$ cat src/channel_buffer_pkg.sv
package channel_buffer_pkg;

    localparam int PIXEL_BITS = 32;
    localparam int ADDR_BITS  = 10;
    localparam int INDEX_BITS = 11;

    // one channel sample
    typedef logic [PIXEL_BITS-1:0] pixel_t;

    // bank word, block row * blocks per row + block column
    typedef logic [ADDR_BITS-1:0] addr_t;

    // window number within a frame
    typedef logic [INDEX_BITS-1:0] win_index_t;

    // even column in left, odd column in right
    typedef struct packed {
        pixel_t left;
        pixel_t right;
    } pixel_pair_t;

    typedef struct packed {
        pixel_t top_left;
        pixel_t top_right;
        pixel_t bottom_left;
        pixel_t bottom_right;
    } window_t;

    typedef enum logic {
        FILL  = 1'b0,
        DRAIN = 1'b1
    } ctrl_state_e;

endpackage

$ cat src/buffer_control.sv
`timescale 1ns/1ps

module buffer_control #(
    parameter int IMAGE_WIDTH  = 26,
    parameter int IMAGE_HEIGHT = 34
) (
    input  logic                           clk,
    input  logic                           rst_n,
    input  logic                           valid_in,
    output logic                           wr_en_even,
    output logic                           wr_en_odd,
    output logic                           wr_col_odd,
    output channel_buffer_pkg::addr_t      wr_addr,
    output logic                           rd_en,
    output channel_buffer_pkg::addr_t      rd_addr,
    output channel_buffer_pkg::win_index_t rd_index,
    output logic                           rd_last,
    output logic                           reading
);

    localparam int BLOCKS_PER_ROW = IMAGE_WIDTH / 2;
    localparam int NUM_WINDOWS    = (IMAGE_HEIGHT / 2) * BLOCKS_PER_ROW;
    localparam int ROW_BITS       = $clog2(IMAGE_HEIGHT);
    localparam int COL_BITS       = $clog2(IMAGE_WIDTH);

    localparam channel_buffer_pkg::win_index_t LAST_INDEX =
        channel_buffer_pkg::win_index_t'(NUM_WINDOWS - 1);

    channel_buffer_pkg::ctrl_state_e state;

    logic [ROW_BITS-1:0] row_cnt;
    logic [COL_BITS-1:0] col_cnt;
    logic                accept;
    logic                col_end;
    logic                row_end;

    assign accept  = valid_in && (state == channel_buffer_pkg::FILL);
    assign col_end = (col_cnt == COL_BITS'(IMAGE_WIDTH - 1));
    assign row_end = (row_cnt == ROW_BITS'(IMAGE_HEIGHT - 1));

    // row parity picks the bank, column parity the half of the word
    assign wr_en_even = accept && !row_cnt[0];
    assign wr_en_odd  = accept && row_cnt[0];
    assign wr_col_odd = col_cnt[0];

    assign wr_addr = channel_buffer_pkg::addr_t'(row_cnt >> 1)
                   * channel_buffer_pkg::addr_t'(BLOCKS_PER_ROW)
                   + channel_buffer_pkg::addr_t'(col_cnt >> 1);

    // window index doubles as the bank address
    assign rd_addr = channel_buffer_pkg::addr_t'(rd_index);
    assign rd_last = rd_en && (rd_index == LAST_INDEX);
    assign reading = (state == channel_buffer_pkg::DRAIN);

    // raster capture and fill/drain state
    always_ff @(posedge clk or negedge rst_n) begin
        if (!rst_n) begin
            state   <= channel_buffer_pkg::FILL;
            row_cnt <= '0;
            col_cnt <= '0;
        end else if (accept) begin
            if (col_end) begin
                col_cnt <= '0;
                if (row_end) begin
                    row_cnt <= '0;
                    state   <= channel_buffer_pkg::DRAIN;
                end else begin
                    row_cnt <= row_cnt + 1'b1;
                end
            end else begin
                col_cnt <= col_cnt + 1'b1;
            end
        end else if (rd_last) begin
            state <= channel_buffer_pkg::FILL;
        end
    end

    // block scan, first read one cycle after drain starts
    always_ff @(posedge clk or negedge rst_n) begin
        if (!rst_n) begin
            rd_en    <= 1'b0;
            rd_index <= '0;
        end else if (state == channel_buffer_pkg::DRAIN) begin
            if (!rd_en) begin
                rd_en <= 1'b1;
            end else if (rd_last) begin
                rd_en    <= 1'b0;
                rd_index <= '0;
            end else begin
                rd_index <= rd_index + 1'b1;
            end
        end
    end

endmodule

$ cat config.mk
export PLATFORM = sky130hd
export DESIGN_NAME = buffer_control
export DESIGN_NICKNAME = d
export VERILOG_FILES = /design/src/channel_buffer_pkg.sv /design/src/buffer_control.sv
export SDC_FILE = /design/constraint.sdc
export NUM_CORES = 1
export LEC_CHECK = 0
export BUFFER_PORTS_ARGS = -buffer_cell sky130_fd_sc_hd__buf_2
export CORE_ASPECT_RATIO = 1.1
export CORE_MARGIN = 2
export CORE_UTILIZATION = 39
export DETAILED_ROUTE_END_ITERATION = 8
export PLACE_DENSITY = 0.69
export SLEW_MARGIN = 20
export SYNTH_ARGS = -nofsm -noshare
export SYNTH_HDL_FRONTEND = slang
export SYNTH_SLANG_ARGS = --single-unit
$ cat constraint.sdc
create_clock -name clk -period 9.1 [get_ports clk]
set_input_delay 1.365 -clock clk [delete_from_list [all_inputs] [get_ports clk]]
set_output_delay 1.365 -clock clk [all_outputs]
set_load 0.005 [all_outputs]
=== After elaboration in Yosys (flattened, before gate mapping) ===
Cells that the tools add are included.

* Register bits after elaboration: 24
* Logic and storage cells: 34
* Output and inout port bits: 37
* Input port bits: 3

* Reductions and logical operators: 9
* Multiplexer cells: 9
* Bitwise operators: 1
* $mul: 1
* $add $sub $neg: 4
* Equality and inequality tests: 5

{| class="wikitable"
|+ Operators by type and width
! operator !! number
|-
| adder 11 x 1 -> 11 bit, second input constant || 1
|-
| == test 11 x 8 -> 1 bit, second input constant || 1
|-
| 2-to-1 mux 11 bit || 1
|-
| adder 9 x 4 -> 10 bit || 1
|-
| multiplier 5 x 4 -> 9 bit, second input constant || 1
|-
| adder 6 x 1 -> 6 bit, second input constant || 1
|-
| == test 6 bit, second input constant || 1
|-
| 2-to-1 mux 1 bit || 6
|-
| 2-to-1 mux 6 bit || 1
|-
| adder 5 x 1 -> 5 bit, second input constant || 1
|-
| == test 5 bit, second input constant || 1
|-
| 2-to-1 mux 5 bit || 1
|-
| logical AND 1 bit || 4
|-
| inequality test 2 x 1 -> 1 bit, second input constant || 2
|-
| AND reduction 2 bit || 2
|-
| AND reduction 3 bit || 1
|-
| nonzero test 2 bit || 1
|-
| zero test 1 bit || 1
|-
| inverter 1 bit || 1
|}

=== Depth between registers and ports, before layout ===
* Word-level depth: 4
* Gate-level depth with buffers: 10
* Gate-level depth less buffers: 10

=== Worst setup path before layout ===
OpenSTA, ideal clock, no wires.

* Path kind: register -> output
* Start: reg row_cnt[1]
* End: out wr_addr[7]
* Cell stages (with the launch flop): 10
* Setup slack: 5.110 ns
* Data required time: 7.735 ns
* Arrival time: 2.625 ns
* Buffers on the path: 0
* Path through: dfrtp_1 > ha_1 > ha_1 > fa_1 > ha_1 > nor2b_1 > o21ai_0 > a21oi_1 > a211oi_1 > xnor2_1

* Longest elaborated chain between the ends: 2

{| class="wikitable"
|+ Ends and longest elaborated chain
! item !! RTL line !! RTL
|-
| start, declared || buffer_control.sv:31 || <nowiki>logic [ROW_BITS-1:0] row_cnt;</nowiki>
|-
| start signal, assigned || buffer_control.sv:68 || <nowiki>row_cnt <= row_cnt + 1'b1;</nowiki>
|-
| multiplier 5 x 4 -> 9 bit || buffer_control.sv:47 || <nowiki>* channel_buffer_pkg::addr_t'(BLOCKS_PER_ROW)</nowiki>
|-
| adder 9 x 4 -> 10 bit || buffer_control.sv:48 || <nowiki>+ channel_buffer_pkg::addr_t'(col_cnt >> 1);</nowiki>
|-
| end, declared || buffer_control.sv:13 || <nowiki>output channel_buffer_pkg::addr_t wr_addr,</nowiki>
|}

Every way passes these cells.

=== Final worst setup path ===
Ends and elaborated chain as after synthesis.

==> out/results.ini <==
[outcome]
status = finished, final reports clean

[cts]
root_buffer = clkbuf_8
ctsResizeCount = 0
clkTransAtPathRegs_ns = 0.08
htreeDepth = 1
cts.path.max_buffers = 2
ctsHoldBuffers = 0
cts_tree = done
cts_setup_buffers = 0
cts_buffers = 3
insertion_delay_ns = 0.26
numClockSinks = 24

[route]
dr.first_iter.drc_count = 58
drc = 0
routedWlPerCell_um = 12.27
detail-route-antenna-nets = 0
drt-total-wl_um = 3656
first_pass_iters = 4
via_per_inst = 5.356
vias = 1596

[placed_design]
placed_cell_area_mm2 = 0.002111
routabilityCongestion = 0.8371
dpl.hpwl_um = 2791
portBuffers = 39

[die]
ios = 40
die_y_um = 78.01
start_util = 0.4117
die_x_um = 71.28
core_mm2 = 0.004717
rows = 26
die_area_mm2 = 0.005560

[finish]
multi_input_area_mm2 = 0.001185
nFillCells = 462
final_net_count = 282
syn2layout_area_growth_pct = 10.82
antenna_cells = 0
regArea_um2 = 600.6
drive_above_1_share = 0.2066
finalInstanceArea_mm2 = 0.002152

[sta]
finClkSkew_ns = 0.007534
finalCritPeriodShare = 0.5033
setup_viol_count_final = 0
fmax_mhz = 218.3
final_hold_viol_count = 0
slew_viol_final = 0
setup-tns-final_ns = 0
slew_headroom = 0.4980
layout_min_cycle_time_ns = 4.580
worst_pin_slew_ns = 0.7490
rsz0062_at_grt = no

[yosys]
synth_top_area_frac = 0.3093
syn_inst = 213
ys_top_cells_by_area = dfrtp_1, ha_1, nand2_1, buf_4, o21ai_0
synth_most_common_cell = ha_1
synth_top_area_cell = dfrtp_1
synth_edf_count = 0
syn_area_per_cell_um2 = 9.117
syn-num-nets = 251
synth.distinct_cells = 36
synth_commonest_cells = ha_1, dfrtp_1, nand2_1
seq_area_frac_synth = 0.3093
yosys_warnings = 0
synth_area_mm2 = 0.001942
ys.flop_type = dfrtp_1
ys_ff_latch = 24
synth-async-reset-ratio = 1.000

[pwr]
seq_power_share = 0.625
switching_share = 0.2008
ir_drop_v = 0.00004091
p_switching_mw = 0.03442
p_leak_nw = 1.144
power.internal_mw = 0.1370
clkPwrFrac = 0.356
p_comb_frac = 0.019
p_per_area_mw_per_mm2 = 79.66

[grt]
grt_pass1_vias = 1494
grt_pass1_wl_um = 6658
grt-ovfl-total = 0
groute.usage.overall = 0.1438
antenna_found_initial = 0
grt_start_max_net_pins = 25

[critical_path]
worstPathArrival_ns = 3.21
cp-end-kind = output port
path_class = reg -> out
cp.required_ns = 7.74
slowest_stage = dfrtp_1
critPathLaunchType = flop
critPathMostFrequentCell = ha_1
cp_max_fo = 6
r2r_slack_ns = 7.08
cp_cell_sequence = ha_1, ha_1, fa_1, ha_1, nor2b_1, o21ai_0, a21oi_1, a211oi_1, xnor2_1, buf_2
slowest_delay_ns = 0.45

[flow_run]
maxCapViolations = 0

[worst_hold_path]
hold_class = reg -> reg

-- sequential cells by signal, indices dropped and copies added (netlist names) --
register,flops
reading,1
rd_en,1
rd_index,11
col_cnt,5
row_cnt,6
-- stage by stage --
step           setup WS, ns  hold slack, ns  instances  total power [mW]  utilization
6_report              4.520          0.4934        298            0.1714       0.4562
5_1_grt               4.333          0.5265        298            0.1789       0.4562
4_1_cts               4.518          0.4968        298            0.1745       0.4562
3_5_place_dp          4.815          0.4848        295            0.1127       0.4475
3_3_place_gp          4.898          0.4873        295            0.1127       0.4475
2_1_floorplan         5.110          0.4898        213            0.1097            -
-- worst max-delay path, delay by kind of cell (launching register included) --
kind | cells | cell delay (ns)
and+or+nand+nor | 1 | 0.14
DFF | 1 | 0.45
AOI/OAI and AO/OA | 3 | 0.66
adders and majority gates | 4 | 1.42
xor gates and xnor gates | 1 | 0.15
buffers and inverters | 1 | 0.13
-- kinds of logic (layout without fill, tap and decap cells) --
kind of cell / count (synthesis) / count (layout) / share of synthesized area
DFF: 24 / 24 / 0.3093
muxes: 1 / 1 / 0.005155
adders and majority gates: 35 / 35 / 0.2371
and+or+nand+nor: 67 / 67 / 0.1778
xor gates and xnor gates: 12 / 12 / 0.05412
buffers and inverters: 29 / 58 / 0.08054
AOI/OAI and AO/OA: 45 / 45 / 0.1360
-- final cells by class --
cell class	count	share of cell area
inverters	16	0.02791
multi-input cells	160	0.5506
flip-flops and latches	24	0.2791
clock buffers	3	0.01919
well taps	56	0.03256
repair buffers	39	0.09070
-- power by group through the flow --
stage,registers [mW],clock network [mW],logic [mW]
floorplan,0.109,0,0.000538
CTS,0.107,0.0639,0.00348
finish,0.107,0.0611,0.00324
global placement,0.109,0,0.00341
detailed placement,0.109,0,0.00347
global route,0.107,0.0678,0.00396
-- final timing paths --
kind                         startpoint      endpoint  cells past startpoint
max reg2reg                 rd_index[9]   rd_index[2]                      4
min reg2reg                rd_index[10]  rd_index[10]                      1
min                        rd_index[10]  rd_index[10]                      1
max in group asynchronous         rst_n   rd_index[7]                      1
min in group asynchronous         rst_n   rd_index[4]                      1
max                          row_cnt[1]    wr_addr[7]                     10
-- per-layer routing --
metal | track usage | routed length (µm)
met5 | 0 | 0
met3 | 0.02727 | 170
met1 | 0.1904 | 1735
met2 | 0.2454 | 1737
met4 | 0.02453 | 12
-- placed cells by master (no fill, tap or decap), drive strengths merged --
cell / instances
buf: 39
inv: 16
nor2: 9
o21ai: 16
xnor2: 8
nor3: 9
mux2i: 1
a21oi: 14
o31ai: 4
ha: 32
nand2: 22
and2: 2
nand4b: 1
nor2b: 2
nand4: 4
fa: 3
a31oi: 2
nand3: 13
and3: 1
and3b: 1
or2: 1
a211oi: 4
dfrtp: 24
o211ai: 1
a21o: 2
or4b: 2
o22ai: 1
xor2: 4
clkbuf: 3
a22o: 1
Power figures use the tool's default switching activity.
